===== src/design/river_geom_pkg.sv =====
package river_geom_pkg;

    // Screen coordinate in scan counts
    typedef logic [9:0] coord_t;

    // Lane index, 0 left to 2 right
    typedef logic [1:0] lane_t;

    typedef enum logic [1:0] {
        ST_START,
        ST_PLAY,
        ST_GAMEOVER
    } game_state_t;

    // Visible area starts this far into the line
    localparam coord_t H_VISIBLE_START = 10'd144;

    // Water spans 140 to 500 in screen pixels
    localparam coord_t SAND_LEFT  = H_VISIBLE_START + 10'd140;
    localparam coord_t SAND_RIGHT = H_VISIBLE_START + 10'd500;

    // Lane centres, index 0 is the left lane
    localparam coord_t [2:0] LANE_X_CENTER = {
        H_VISIBLE_START + 10'd460,
        H_VISIBLE_START + 10'd320,
        H_VISIBLE_START + 10'd180
    };

    // Boat rectangle, bottom row exclusive
    localparam coord_t BOAT_HALF_W   = 10'd32;
    localparam coord_t BOAT_Y_TOP    = 10'd400;
    localparam coord_t BOAT_Y_BOTTOM = 10'd480;

    // Rock rectangle
    localparam coord_t ROCK_HALF_W = 10'd32;
    localparam coord_t ROCK_HEIGHT = 10'd64;

    // Pixels per motion tick
    localparam coord_t BOAT_STEP = 10'd5;
    localparam coord_t ROCK_STEP = 10'd4;

    // Rows at or past this go back to the top
    localparam coord_t ROCK_WRAP_Y = 10'd559;

    // Rows treated as near the top when choosing a new lane
    localparam coord_t SPAWN_ZONE = 10'd100;

    localparam int ROCK_COUNT = 4;

    // Start layout, staggered 120 rows apart
    localparam coord_t [ROCK_COUNT-1:0] ROCK_START_Y    = {10'd360, 10'd240, 10'd120, 10'd0};
    localparam lane_t  [ROCK_COUNT-1:0] ROCK_START_LANE = {2'd0, 2'd1, 2'd2, 2'd0};

    localparam int SCORE_W = 16;

endpackage


===== src/design/river_video_pkg.sv =====
package river_video_pkg;

    // 4 bits each of red, green, blue
    typedef logic [11:0] rgb_t;

    localparam rgb_t BLACK      = 12'h000;
    localparam rgb_t SAND       = 12'hECA;
    localparam rgb_t WATER      = 12'h468;
    localparam rgb_t ROCK_GRAY  = 12'h888;
    localparam rgb_t BOAT_WHITE = 12'hFFF;
    localparam rgb_t HIT_RED    = 12'hF00;

    // Current scan position
    typedef struct packed {
        river_geom_pkg::coord_t h;
        river_geom_pkg::coord_t v;
    } scan_t;

    // One drawing layer at the scanned pixel
    typedef struct packed {
        logic covered;
        rgb_t color;
    } layer_t;

endpackage


===== src/design/boat_steer.sv =====
module boat_steer (
    input  logic                    clk,
    input  logic                    arst_n,
    input  logic                    run,
    input  logic                    restart,
    input  logic                    tick,
    input  logic                    btn_left,
    input  logic                    btn_right,
    input  river_video_pkg::scan_t  scan,
    output river_video_pkg::layer_t boat_layer
);
    import river_geom_pkg::*;
    import river_video_pkg::*;

    typedef enum logic {
        BOAT_READY,
        BOAT_MOVING
    } boat_state_t;

    boat_state_t state;
    lane_t       lane;
    coord_t      boat_x;
    coord_t      target_x;
    logic        in_boat;

    // Centre of the lane the boat heads for
    assign target_x = LANE_X_CENTER[lane];

    always_ff @(posedge clk or negedge arst_n) begin
        if (!arst_n) begin
            // Middle lane, parked
            state  <= BOAT_READY;
            lane   <= 2'd1;
            boat_x <= LANE_X_CENTER[1];
        end else if (restart) begin
            state  <= BOAT_READY;
            lane   <= 2'd1;
            boat_x <= LANE_X_CENTER[1];
        end else if (run) begin
            case (state)
                BOAT_READY: begin
                    // Left wins when both are held
                    if (btn_left && lane != 2'd0) begin
                        lane  <= lane - 2'd1;
                        state <= BOAT_MOVING;
                    end else if (btn_right && lane != 2'd2) begin
                        lane  <= lane + 2'd1;
                        state <= BOAT_MOVING;
                    end
                end
                BOAT_MOVING: begin
                    // Arrived, take buttons again from next cycle
                    if (boat_x == target_x) begin
                        state <= BOAT_READY;
                    end else if (tick) begin
                        // Lane spacing is a multiple of the step, no overshoot
                        if (boat_x < target_x) begin
                            boat_x <= boat_x + BOAT_STEP;
                        end else begin
                            boat_x <= boat_x - BOAT_STEP;
                        end
                    end
                end
                default: state <= BOAT_READY;
            endcase
        end
    end

    // Solid rectangle around the boat centre
    assign in_boat = (scan.h >= boat_x - BOAT_HALF_W) && (scan.h < boat_x + BOAT_HALF_W) &&
                     (scan.v >= BOAT_Y_TOP) && (scan.v < BOAT_Y_BOTTOM);

    always_comb begin
        boat_layer.covered = in_boat;
        boat_layer.color   = BOAT_WHITE;
    end

    // Lane stays on the river
    a_lane_range : assert property (@(posedge clk) disable iff (!arst_n)
        lane <= 2'd2);

    // Sliding never leaves the span of the outer lanes
    a_x_range : assert property (@(posedge clk) disable iff (!arst_n)
        boat_x >= LANE_X_CENTER[0] && boat_x <= LANE_X_CENTER[2]);

endmodule


===== src/design/rock_field.sv =====
module rock_field (
    input  logic                                clk,
    input  logic                                arst_n,
    input  logic                                run,
    input  logic                                restart,
    input  logic                                tick,
    input  river_video_pkg::scan_t              scan,
    output river_video_pkg::layer_t             rock_layer,
    output logic [river_geom_pkg::SCORE_W-1:0]  score
);
    import river_geom_pkg::*;
    import river_video_pkg::*;

    // LFSR start value and feedback taps, x^8 + x^6 + 1
    localparam logic [7:0] LFSR_SEED = 8'hAC;
    localparam int         TAP_HI    = 7;
    localparam int         TAP_LO    = 5;

    typedef struct packed {
        lane_t  lane;
        coord_t y;
    } rock_t;

    typedef rock_t [ROCK_COUNT-1:0] rock_set_t;

    rock_set_t               rocks;
    rock_set_t               rocks_next;
    logic [ROCK_COUNT-1:0]   wrap;
    lane_t [ROCK_COUNT-1:0]  spawn_lane;
    logic [7:0]              lfsr;
    logic                    in_rock;

    // Staggered start layout from the package tables
    function automatic rock_set_t start_set();
        rock_set_t s;
        for (int i = 0; i < ROCK_COUNT; i++) begin
            s[i].lane = ROCK_START_LANE[i];
            s[i].y    = ROCK_START_Y[i];
        end
        return s;
    endfunction

    // Lane choice and next position for every rock
    always_comb begin
        logic [2:0] busy;
        for (int i = 0; i < ROCK_COUNT; i++) begin
            wrap[i] = (rocks[i].y >= ROCK_WRAP_Y);
            // Lanes held near the top by the other rocks
            busy = '0;
            for (int j = 0; j < ROCK_COUNT; j++) begin
                if (j != i && rocks[j].y < SPAWN_ZONE) begin
                    busy[rocks[j].lane] = 1'b1;
                end
            end
            // All blocked, middle lane; else two LFSR bits per rock
            if (&busy) begin
                spawn_lane[i] = 2'd1;
            end else begin
                spawn_lane[i] = lfsr[2*i +: 2] % 2'd3;
            end
            if (wrap[i]) begin
                rocks_next[i].y    = '0;
                rocks_next[i].lane = spawn_lane[i];
            end else begin
                rocks_next[i].y    = rocks[i].y + ROCK_STEP;
                rocks_next[i].lane = rocks[i].lane;
            end
        end
    end

    always_ff @(posedge clk or negedge arst_n) begin
        if (!arst_n) begin
            rocks <= start_set();
            score <= '0;
        end else if (restart) begin
            rocks <= start_set();
            score <= '0;
        end else if (run && tick) begin
            rocks <= rocks_next;
            // One point per tick however many rocks wrap
            score <= score + SCORE_W'(|wrap);
        end
    end

    // Free running, only reloaded with the rest of the field
    always_ff @(posedge clk or negedge arst_n) begin
        if (!arst_n) begin
            lfsr <= LFSR_SEED;
        end else if (restart) begin
            lfsr <= LFSR_SEED;
        end else begin
            lfsr <= {lfsr[6:0], lfsr[TAP_HI] ^ lfsr[TAP_LO]};
        end
    end

    // Scanned pixel inside any rock
    always_comb begin
        coord_t cx;
        in_rock = 1'b0;
        for (int i = 0; i < ROCK_COUNT; i++) begin
            cx = LANE_X_CENTER[rocks[i].lane];
            if (scan.h >= cx - ROCK_HALF_W && scan.h < cx + ROCK_HALF_W &&
                scan.v >= rocks[i].y && scan.v < rocks[i].y + ROCK_HEIGHT) begin
                in_rock = 1'b1;
            end
        end
    end

    always_comb begin
        rock_layer.covered = in_rock;
        rock_layer.color   = ROCK_GRAY;
    end

    // Spawn choice never produces lane 3
    a_rock_lanes : assert property (@(posedge clk) disable iff (!arst_n)
        rocks[0].lane <= 2'd2 && rocks[1].lane <= 2'd2 &&
        rocks[2].lane <= 2'd2 && rocks[3].lane <= 2'd2);

endmodule


===== src/design/river_scene.sv =====
module river_scene (
    input  logic                    clk,
    input  logic                    arst_n,
    input  logic                    bright,
    input  logic                    btn_center,
    input  river_video_pkg::scan_t  scan,
    input  river_video_pkg::layer_t boat_layer,
    input  river_video_pkg::layer_t rock_layer,
    output logic                    run,
    output logic                    restart,
    output logic                    game_over,
    output river_video_pkg::rgb_t   rgb
);
    import river_geom_pkg::*;
    import river_video_pkg::*;

    game_state_t state;
    game_state_t state_next;
    logic        overlap;
    logic        in_sand;

    // Boat and rock both at the scanned pixel
    assign overlap = boat_layer.covered && rock_layer.covered;

    always_comb begin
        state_next = state;
        case (state)
            // Single cycle while the parts reload
            ST_START: state_next = ST_PLAY;
            ST_PLAY: begin
                // Restart beats a crash on the same cycle
                if (btn_center) begin
                    state_next = ST_START;
                end else if (overlap) begin
                    state_next = ST_GAMEOVER;
                end
            end
            ST_GAMEOVER: begin
                if (btn_center) begin
                    state_next = ST_START;
                end
            end
            default: state_next = ST_START;
        endcase
    end

    // Game begins in play straight out of reset
    always_ff @(posedge clk or negedge arst_n) begin
        if (!arst_n) begin
            state <= ST_PLAY;
        end else begin
            state <= state_next;
        end
    end

    assign run       = (state == ST_PLAY);
    assign restart   = (state == ST_START);
    assign game_over = (state == ST_GAMEOVER);

    // Borders left and right of the water
    assign in_sand = (scan.h < SAND_LEFT) || (scan.h >= SAND_RIGHT);

    // Pixel colour with the highest priority first
    always_comb begin
        if (!bright) begin
            rgb = BLACK;
        end else if (game_over && overlap) begin
            rgb = HIT_RED;
        end else if (in_sand) begin
            rgb = SAND;
        end else if (boat_layer.covered) begin
            rgb = boat_layer.color;
        end else if (rock_layer.covered) begin
            rgb = rock_layer.color;
        end else begin
            rgb = WATER;
        end
    end

    // Motion and reload never overlap
    a_run_restart : assert property (@(posedge clk) disable iff (!arst_n)
        !(run && restart));

endmodule


===== src/design/river_top.sv =====
module river_top (
    input  logic                                clk,
    input  logic                                arst_n,
    input  logic                                bright,
    input  river_video_pkg::scan_t              scan,
    input  logic                                tick,
    input  logic                                btn_left,
    input  logic                                btn_right,
    input  logic                                btn_center,
    output river_video_pkg::rgb_t               rgb,
    output logic [river_geom_pkg::SCORE_W-1:0]  score,
    output logic                                game_over
);
    import river_video_pkg::*;

    // Controls from the game FSM
    logic   run;
    logic   restart;

    // Per-pixel coverage from the two moving parts
    layer_t boat_layer;
    layer_t rock_layer;

    boat_steer u_boat (
        .clk        (clk),
        .arst_n     (arst_n),
        .run        (run),
        .restart    (restart),
        .tick       (tick),
        .btn_left   (btn_left),
        .btn_right  (btn_right),
        .scan       (scan),
        .boat_layer (boat_layer)
    );

    rock_field u_rocks (
        .clk        (clk),
        .arst_n     (arst_n),
        .run        (run),
        .restart    (restart),
        .tick       (tick),
        .scan       (scan),
        .rock_layer (rock_layer),
        .score      (score)
    );

    // Collision, game state and final colour
    river_scene u_scene (
        .clk        (clk),
        .arst_n     (arst_n),
        .bright     (bright),
        .btn_center (btn_center),
        .scan       (scan),
        .boat_layer (boat_layer),
        .rock_layer (rock_layer),
        .run        (run),
        .restart    (restart),
        .game_over  (game_over),
        .rgb        (rgb)
    );

endmodule


===== config.mk =====
export PLATFORM = sky130hd
export DESIGN_NAME = river_top
export DESIGN_NICKNAME = d
export VERILOG_FILES = /design/src/design/river_geom_pkg.sv /design/src/design/river_video_pkg.sv /design/src/design/boat_steer.sv /design/src/design/rock_field.sv /design/src/design/river_scene.sv /design/src/design/river_top.sv
export SDC_FILE = /design/constraint.sdc
export NUM_CORES = 1
export LEC_CHECK = 0
export BUFFER_PORTS_ARGS = -buffer_cell sky130_fd_sc_hd__buf_4
export CORE_MARGIN = 5
export CORE_UTILIZATION = 60
export DETAILED_ROUTE_END_ITERATION = 8
export PLACE_DENSITY_LB_ADDON = 0.08
export SETUP_SLACK_MARGIN = 0.5
export SLEW_MARGIN = 10
export SYNTH_ARGS = -nofsm -noshare
export SYNTH_HDL_FRONTEND = slang
export SYNTH_SLANG_ARGS = --single-unit

===== constraint.sdc =====
create_clock -name clk -period 4.5 [get_ports clk]
set_input_delay 0.225 -clock clk [delete_from_list [all_inputs] [get_ports clk]]
set_output_delay 0.225 -clock clk [all_outputs]
set_load 0.01 [all_outputs]

Yosys cells after proc, flatten, opt, wreduce, memory -nomap -nowiden. Cells that the tools add are included.

Muxes and demuxes: 70. Bitwise logic cells: 9. Shift operators: 0. Divide/modulo/power cells: 4. Equal/unequal tests: 8. Reduce and logical (&&, ||, !) cells: 48. $mul: 0. $lt $le $gt $ge: 40. Add/sub/neg operators: 23.

Operator list (number): $mux 10 (11); $mux 12 (9); $bmux 10 s2 (5); $lt 10x10->1 (10); $mux 48 (2); $ge 10x10->1 (9); $add 10x3->10 const B (5); $add 10x6->10 const B (5); $ge 10x10->1 const B (5); $sub 10x6->10 const B (5); $add 10x7->10 const B (4); $lt 10x7->1 const B (4); $mux 16 (2); $mux 3 (9); $logic_and 1x1->1 (24); $mux 2 (12); $or 3x3->3 (7); $lt 10x9->1 const B (2); $reduce_bool 2->1 (9); $add 16x1->16 (1); $lt 2x3->1 const B (5); $reduce_and 3->1 (5); $mux 1 (13); $eq 10x10->1 (1); other kinds (22) (38).

Input bits: 27. Bits in writable memories: 0. Latch bits: 0. Output and inout bits: 29. Bits in registers: 87. Memories kept: 0. Word-level logic and storage cells: 216. Memory bits (read-only): 0.

Depth between registers and ports, before layout. Gate-level depths: netlist (run 1).

Depth after elaboration: 16. Depth in mapped cells: 17. Depth with buffers taken out: 17.

Modules after synthesis. Synthesis (run 1) repeated with hierarchy kept, for this count alone.

Cell total of the unflattened synthesis: 942. Area, all modules: 8175.3 um^2.

Modules (own cells, without submodules): rock_field (area an instance 6134.6 um^2, times used 1, cells an instance 698, sequential area each 1624.1 um^2); boat_steer (area an instance 1680.4 um^2, times used 1, cells an instance 193, sequential area each 331.6 um^2); river_scene (area an instance 360.3 um^2, times used 1, cells an instance 51, sequential area each 51.3 um^2).

Least setup slack after synthesis (run 1). OpenSTA, ideal clock, no wires.

Path kind: register to register. Start point: register u_boat.lane[0]. End point: register u_boat.boat_x[9]. Cell stages (with the launch flop): 17. Arrival time: 3.201 ns. Buffers on the path: 0. Setup slack: 1.178 ns. Required time: 4.379 ns. Period minus slack after synthesis: 3.322 ns. Library setup time: 0.121 ns. Path through: dfstp_2 > inv_1 > ha_1 > inv_1 > ha_1 > o21a_1 > o21ai_0 > a21oi_1 > o22a_1 > ha_1 > a21o_1 > a21oi_1 > o21ai_0 > a311oi_1 > xnor2_1 > o21bai_1 > a22o_1.

Cells in the longest elaborated chain, start to end: 9. Elaborated cells between the ends (all ways): 12. Those cells by class: 1 x order compare; 2 x eq/ne; 8 x mux; 1 x reduce/logical.

RTL lines: from (decl) (line boat_steer.sv:21) `lane_t lane;`; from (signal assigned) (line boat_steer.sv:44) `lane <= lane - 2'd1;`; from (signal assigned) (line boat_steer.sv:47) `lane <= lane + 2'd1;`; $bmux 10 s2 * (line boat_steer.sv:27) `assign target_x = LANE_X_CENTER[lane];`; $mux 10 (implied by the code) * (line boat_steer.sv:27); $lt 10x10->1 (line boat_steer.sv:57) `if (boat_x < target_x) begin`; $mux 10 (line boat_steer.sv:57); $mux 10 (line boat_steer.sv:55) `end else if (tick) begin`; $mux 10 (line boat_steer.sv:53) `if (boat_x == target_x) begin`; $mux 10 (line boat_steer.sv:40) `case (state)`; $mux 10 (line boat_steer.sv:39) `end else if (run) begin`; $mux 10 (line boat_steer.sv:35) `end else if (restart) begin`; to (signal assigned) (line boat_steer.sv:34) `boat_x <= LANE_X_CENTER[1];`; to (signal assigned) (line boat_steer.sv:38) `boat_x <= LANE_X_CENTER[1];`; to (signal assigned) (line boat_steer.sv:58) `boat_x <= boat_x + BOAT_STEP;`; to (decl) (line boat_steer.sv:22) `coord_t boat_x;`.

Every way passes the cells marked *; elsewhere a longest branch is shown, timed or not. The select of a mux whose other input is x is not followed. A chain may end at the register's enable or synchronous reset.

Worst setup path in the final report (run 1).
Start point: register u_rocks.rocks[46] in the netlist's numbering. End point: output rgb[5].

Cells in the longest elaborated chain, start to end: 13. Elaborated cells between the ends (all ways): 17. Those cells by class: 2 x add/sub; 2 x order compare; 8 x mux; 5 x reduce/logical.

RTL lines: from (decl) (line rock_field.sv:26) `rock_set_t rocks;`; from (signal assigned) (line rock_field.sv:73) `rocks <= start_set();`; from (signal assigned) (line rock_field.sv:76) `rocks <= start_set();`; from (signal assigned) (line rock_field.sv:79) `rocks <= rocks_next;`; $bmux 10 s2 * (line rock_field.sv:101) `cx = LANE_X_CENTER[rocks[i].lane];`; $mux 10 (implied by the code) * (line rock_field.sv:101); $sub 10x6->10 / $add 10x6->10 (equally long branches) (line rock_field.sv:102) `if (scan.h >= cx - ROCK_HALF_W && scan.h < cx + ROCK_HALF_W &&`; $ge 10x10->1 / $lt 10x10->1 (equally long branches) (line rock_field.sv:102); $logic_and 1x1->1 * (2 in a row) (line rock_field.sv:102); $logic_and 1x1->1 * (line rock_field.sv:103) `scan.v >= rocks[i].y && scan.v < rocks[i].y + ROCK_HEIGHT) begin`; $mux 1 * (line rock_field.sv:102); $mux 12 (line river_scene.sv:73) `end else if (rock_layer.covered) begin`; $mux 12 (line river_scene.sv:71) `end else if (boat_layer.covered) begin`; $mux 12 (line river_scene.sv:69) `end else if (in_sand) begin`; $mux 12 * (line river_scene.sv:67) `end else if (game_over && overlap) begin`; $mux 12 * (line river_scene.sv:65) `if (!bright) begin`; to (decl) (line river_top.sv:10) `output river_video_pkg::rgb_t rgb,`.

Marks and branches as above.

==> impl_metrics.tcl, run 1 <==
set metrics [dict create \
    max-cap-violations 0 \
    crit_buf_inv 2 \
    synth_area_leaders "ha_1 (27%), dfrtp_1 (17%), dfstp_2 (8.0%), inv_1 (4.3%), o21ai_0 (3.4%)" \
    ctsResizeCount 0 \
    reg2reg_from "u_boat.lane[0]$_DFFE_PN1P_" \
    die_y_um 125 \
    avgViaCountPerCell 6.06 \
    cts_tree "done" \
    grt_util_all_layers_pct 26.1 \
    hold_buffers 0 \
    worst_skew_pair.late_latency_ps 350 \
    hpwl_um 15400 \
    setup-violations-final 0 \
    synth_top_flop_cell "dfrtp_1" \
    r2r-end "u_boat.boat_x[9]$_DFFE_PN0P_" \
    clock_sinks 79 \
    detail_route.first_pass.iterations 5 \
    cts_max_path_buffers 2 \
    max_freq_mhz 270 \
    worst_slew_pin_slew_ps 1050 \
    p_leak_nw 4.24 \
    cp_common_cell "ha_1" \
    fin_crit_sh_pct 82.4 \
    vias 6907 \
    crit_fanout 5 \
    synth_cell_type_count 70 \
    postCtsSetupBuffers 0 \
    max_stage_delay_ps 450 \
    clock_skew_ps 7.75 \
    hold_viol 0 \
    rr_worst_depth 16 \
    grt_pass1_wl_um 33700 \
    outcome "finished, final reports clean" \
    syn_to_final_growth_pct 11.3 \
    clkTransAtPathRegs_ps 60 \
    period_needed_ps 3710 \
    overflow 0 \
    dieArea_um2 15600 \
    cts-htree-levels 3 \
    drt-total-wl_um 20300 \
    max_slew_margin_pct 29.7 \
    clockRootBuffer "clkbuf_16" \
    ir_drop_mv 0.649 \
    drc_errors 0 \
    path_cells "inv_1 -> ha_1 -> xnor2_1 -> ha_1 -> a211oi_1 -> nand2_1 -> a31oi_1 -> and4b_1 -> a22o_1 -> or3_4 -> a211oi_2 -> buf_4" \
    ys_seq_elements 79 \
    cp.required_ps 4280 \
    endpoint_kind "primary output" \
    grt_antenna_before_repair 0 \
    ant_nets 0 \
    grt_max_degree 80 \
    ioPinCount 56 \
    synth-edff-count 0 \
    die_x_um 125 \
    synth_top_area_share_pct 27.3 \
    numCtsBuffers 9 \
    wire_per_inst_um 17.8 \
    num_rows 42 \
    p_per_area_nw_per_um2 405 \
    port-buffer-count 53 \
    slowest_stage "or3_4" \
    layout_commonest_cell "ha_1" \
    globalplace.congestion 0.924 \
    yosys.area.top_type "ha_1" \
    syn_area_per_cell_um2 8.71 \
    layout-drive-gt1-share_pct 12.8 \
    power_mw 3.57 \
    core_area_um2 13100 \
    drtIter0Drc 335 \
    async_flop_share_pct 100 \
    syn_nets 1110 \
    cp.arrival_ps 3480 \
    n_fill_cell 1101 \
    start_util_pct 60.5 \
    antenna_cells 0 \
    nets 1160 \
    yosys_warnings 0 \
    fin_setup_tns_ps 0 \
    netlist_area_um2 7920 \
    start_kind "flip-flop" \
    synthCells 909 \
    r2r_setup_slack_ps 840 \
    critPathTopFamily "compound AO/OA/AOI/OAI gates" \
    worstSetupPathType "flip-flop to primary output" \
    grt_pass1_vias 7037 \
    hold_path_class "primary input to async pin" \
    drv_slew 0 \
    grt_setup_unrepaired "true" \
    mostFrequentLayoutCells "ha_1 (173), inv_1 (90), nand2_1 (68), nor2_1 (58), buf_4 (56)" \
    yosysSeqAreaShare_pct 25.3 \
]
[registers in the layout, summed over array words and instances, names as in the netlist]
register and flops:
u_boat.state 1, u_rocks.rocks 40, u_scene.state 2, u_rocks.score 16
u_rocks.lfsr 8, u_boat.boat_x 10, u_boat.lane 2
[kinds of logic (layout without fill, tap and decap cells)]
kind of cell | Yosys count | count (layout) | synth area share, %
compound gates | 232 | 232 | 19.8
xor+xnor | 45 | 45 | 4.98
fa+ha+maj | 174 | 174 | 27.6
buf+inv | 108 | 163 | 5.34
flops | 79 | 79 | 25.3
simple gates | 271 | 271 | 17.0
[power by group]
| group | internal [mW] | total, mW | leakage (nW) | switching, mW |
|---|---|---|---|---|
| registers | 0.837 | 0.973 | 1.00 | 0.137 |
| clock network | 0.437 | 0.762 | 0.151 | 0.325 |
| logic | 0.795 | 1.84 | 3.09 | 1.04 |
[per-layer routing]
metal | track usage [%] | routed length, um | share of wire, % | vias up
met5 | 0 | 0 | 0 | -
met2 | 45.7 | 9890 | 49 | 164
li1 | - | - | - | 3386
met1 | 32.1 | 8790 | 43 | 3304
met3 | 3.60 | 800 | 3.9 | 53
met4 | 11.5 | 788 | 3.9 | 0
[how the worst max path moves through the flow]
stage                                   end  slack (ps)                     startpoint  depth (start not counted)
2_1_floorplan  u_boat.boat_x[9]$_DFFE_PN0P_        1180     u_boat.lane[0]$_DFFE_PN1P_                         16
6_report                             rgb[5]         790  u_rocks.rocks[46]$_DFFE_PN0P_                         12
3_5_place_dp   u_boat.boat_x[9]$_DFFE_PN0P_         780     u_boat.lane[0]$_DFFE_PN1P_                         16
5_1_grt        u_boat.boat_x[9]$_DFFE_PN0P_         480     u_boat.lane[0]$_DFFE_PN1P_                         16
3_3_place_gp   u_boat.boat_x[9]$_DFFE_PN0P_         870     u_boat.lane[0]$_DFFE_PN1P_                         16
4_1_cts                              rgb[0]         570   u_boat.boat_x[6]$_DFFE_PN1P_                         10
[layout make-up]
type	instances	area [um^2]	share of cell area, %
Clock buffer	9	225	2.56
Clock inverter	7	78.8	0.895
Inverter	91	342	3.88
Multi-Input combinational cell	722	5520	62.6
Sequential cell	79	2010	22.8
Tap cell	176	220	2.50
Timing Repair Buffer	56	420	4.77
[cell usage after synthesis, types with 14 or more instances]
| cell | number |
|---|---|
| dfstp_2 | 24 |
| inv_1 | 90 |
| nand2b_1 | 14 |
| nor2_1 | 59 |
| dfrtp_1 | 55 |
| o21ai_0 | 54 |
| xor2_1 | 15 |
| nor3_1 | 28 |
| nand3_1 | 34 |
| xnor2_1 | 30 |
| nand2_1 | 68 |
| ha_1 | 173 |
| a21oi_1 | 51 |
| a21o_1 | 16 |
| nand4_1 | 21 |
[per-stage QoR]
step                hold slack [ps]  cells  cell area (um^2)  util, %  setup WS, ps
floorplan                     -70.6    909              7920        -          1180
global placement                446   1124              8480     64.8           872
detailed placement              441   1124              8480     64.8           780
CTS                            72.9   1140              8790     67.2           571
global route                   88.6   1140              8810     67.3           476
finish                         67.8   1140              8810     67.3           793
Power figures use the tool's default switching activity.
==> inputs of run 2 (changes only) <==
Settings changed: CORE_UTILIZATION 60 to 56.
Clock period 4.5 ns to 3.2 ns, I/O delays scaled along.
==> impl_metrics.tcl, run 2 (synthesis gave the netlist of run 1 again) <==
set metrics [dict create \
    comb_power_share_pct 61.1 \
    dieArea_um2 16600 \
    setup-violations-final 8 \
    worstSetupPathType "flip-flop to primary output" \
    hold_viol 12 \
    cts_max_path_buffers 2 \
    power_mw 6.00 \
    path_cells "buf_4 -> ha_4 -> xnor2_1 -> ha_2 -> or4_4 -> a31oi_4 -> a2111oi_4 -> a22o_4 -> or3_4 -> a211oi_4 -> buf_6" \
    die_y_um 129 \
    start_util_pct 57.0 \
    sequentialPowerShare_pct 22.5 \
    drc_errors 0 \
    globalplace.congestion 0.888 \
    top_usage_layer "met2" \
    grt_util_all_layers_pct 25.2 \
    vias 7152 \
    crit_fanout 4 \
    mostFrequentLayoutCells "ha_1 (135), buf_4 (110), inv_1 (69), nand2_1 (65), nor2_1 (53)" \
    p_int_mw 3.44 \
    largest_reg_flops 40 \
    swShare_pct 42.7 \
    grt_pass1_wl_um 33900 \
    place_ws_ps -34.3 \
    hold_path_class "primary input to async pin" \
    max_slew_margin_pct 29.4 \
    core_area_um2 13900 \
    overflow 0 \
    worst_slack_ps -147 \
    start_kind "flip-flop" \
    period_needed_ps 3350 \
    utilization_pct 72.7 \
    clock_skew_ps 4.32 \
    numCtsBuffers 9 \
    rr_worst_depth 13 \
    outcome "complete, but fails checks" \
    clkTransAtPathRegs_ps 60 \
    worst_slew_pin_slew_ps 1050 \
    detail_route.first_pass.iterations 6 \
    grt_setup_unrepaired "true" \
    p_sw_mw 2.57 \
    violations "hold timing, setup timing" \
    grt_max_degree 76 \
    drtIter0Drc 351 \
    hpwl_um 15000 \
    layout-drive-gt1-share_pct 29.8 \
    whs_ps -42.0 \
    clock_sinks 79 \
    reg.largest.list "u_rocks.rocks x40, u_rocks.score x16, u_boat.boat_x x10" \
    ant_nets 0 \
    met3_usage_pct 4.48 \
    die_x_um 129 \
    grt_pass1_vias 7049 \
    ir_drop_mv 1.03 \
    nets 1222 \
    cp.arrival_ps 3190 \
    globalRouteMet2Util_pct 43.4 \
    max-cap-violations 0 \
    top_register "u_rocks.rocks" \
    grt_antenna_before_repair 0 \
    cts-htree-levels 3 \
    clockPowerShare_pct 16.4 \
    drt-total-wl_um 20900 \
    p_leak_nw 4.56 \
    hold_buffers 0 \
    worst_skew_pair.late_latency_ps 350 \
    wire_per_inst_um 17.3 \
    cts_tree "done" \
    p_per_area_nw_per_um2 595 \
    clockRootBuffer "clkbuf_16" \
    fin_setup_tns_ps -418 \
    slowest_stage "or4_4" \
    ioPinCount 56 \
    drv_slew 0 \
    fin_crit_sh_pct 105 \
    num_rows 43 \
    port-buffer-count 53 \
    avgViaCountPerCell 5.93 \
    max_freq_mhz 299 \
    endpoint_kind "primary output" \
    syn_to_final_growth_pct 27.5 \
    antenna_cells 0 \
    grt_use_met1_pct 32.2 \
    cp.required_ps 3040 \
    layout_commonest_cell "ha_1" \
    max_stage_delay_ps 520 \
]
==> run 2: metrics by stage <==
stage / hold slack (ps) / std cells / instance area (um^2)
6_report: -42.0 / 1206 / 10100
3_5_place_dp: 378 / 1150 / 8850
3_3_place_gp: 380 / 1150 / 8850
5_1_grt: 20.0 / 1206 / 10100
4_1_cts: 6.22 / 1188 / 9620
2_1_floorplan: -136 / 909 / 8130
==> run 2: per-layer routing <==
metal | share of wire, % | vias up
li1 | - | 3518
met1 | 43 | 3437
met2 | 49 | 163
met3 | 4.5 | 34
met4 | 2.7 | 0
met5 | 0 | -
==> run 2: layout make-up <==
type	instances	area, um^2
Clock buffer	9	225
Clock inverter	7	55.1
Fill cell	1047	3780
Inverter	91	352
Multi-Input combinational cell	722	6310
Sequential cell	79	2010
Tap cell	180	225
Timing Repair Buffer	118	916
==> run 2: path summary, 6_finish.rpt <==
kind / from / end / slack [ps]
max reg2reg: u_boat.lane[0]$_DFFE_PN1P_ / u_boat.boat_x[9]$_DFFE_PN0P_ / 50
min: arst_n / u_rocks.rocks[46]$_DFFE_PN0P_ / -40
min reg2reg: u_rocks.lfsr[4]$_DFF_PN0_ / u_rocks.lfsr[5]$_DFF_PN1_ / 470
min in group clk: btn_center / u_scene.state[1]$_DFFE_PN0P_ / 30
max in group asynchronous: arst_n / u_rocks.rocks[39]$_DFFE_PN1P_ / 2480
max: u_rocks.rocks[10]$_DFFE_PN0P_ / rgb[5] / -150
==> run 2: worst max-delay path, delay by kind of cell, from the launching register on <==
family,cells,cell delay (ps)
simple gates,2,910
compound gates,4,800
xor+xnor,1,120
fa+ha+maj,2,330
flops,1,400
buf+inv,2,290
==> run 2: timing repair <==
item                                    in CTS  in global routing
cloned                                       0                  0
endpoints found under the setup margin      25                 31
buffers inserted                            22                 18
pin swaps                                   31                 31
resized for setup                           66                 74
==> run 2: power by group through the flow <==
stage / Combinational [mW] / Sequential (mW) / Clock [mW]
after floorplan: 2.17 / 1.32 / 0
after global placement: 2.88 / 1.35 / 0
after detailed placement: 2.93 / 1.35 / 0
after CTS: 3.42 / 1.34 / 1.00
after global routing: 4.06 / 1.37 / 1.05
final: 3.67 / 1.35 / 0.985
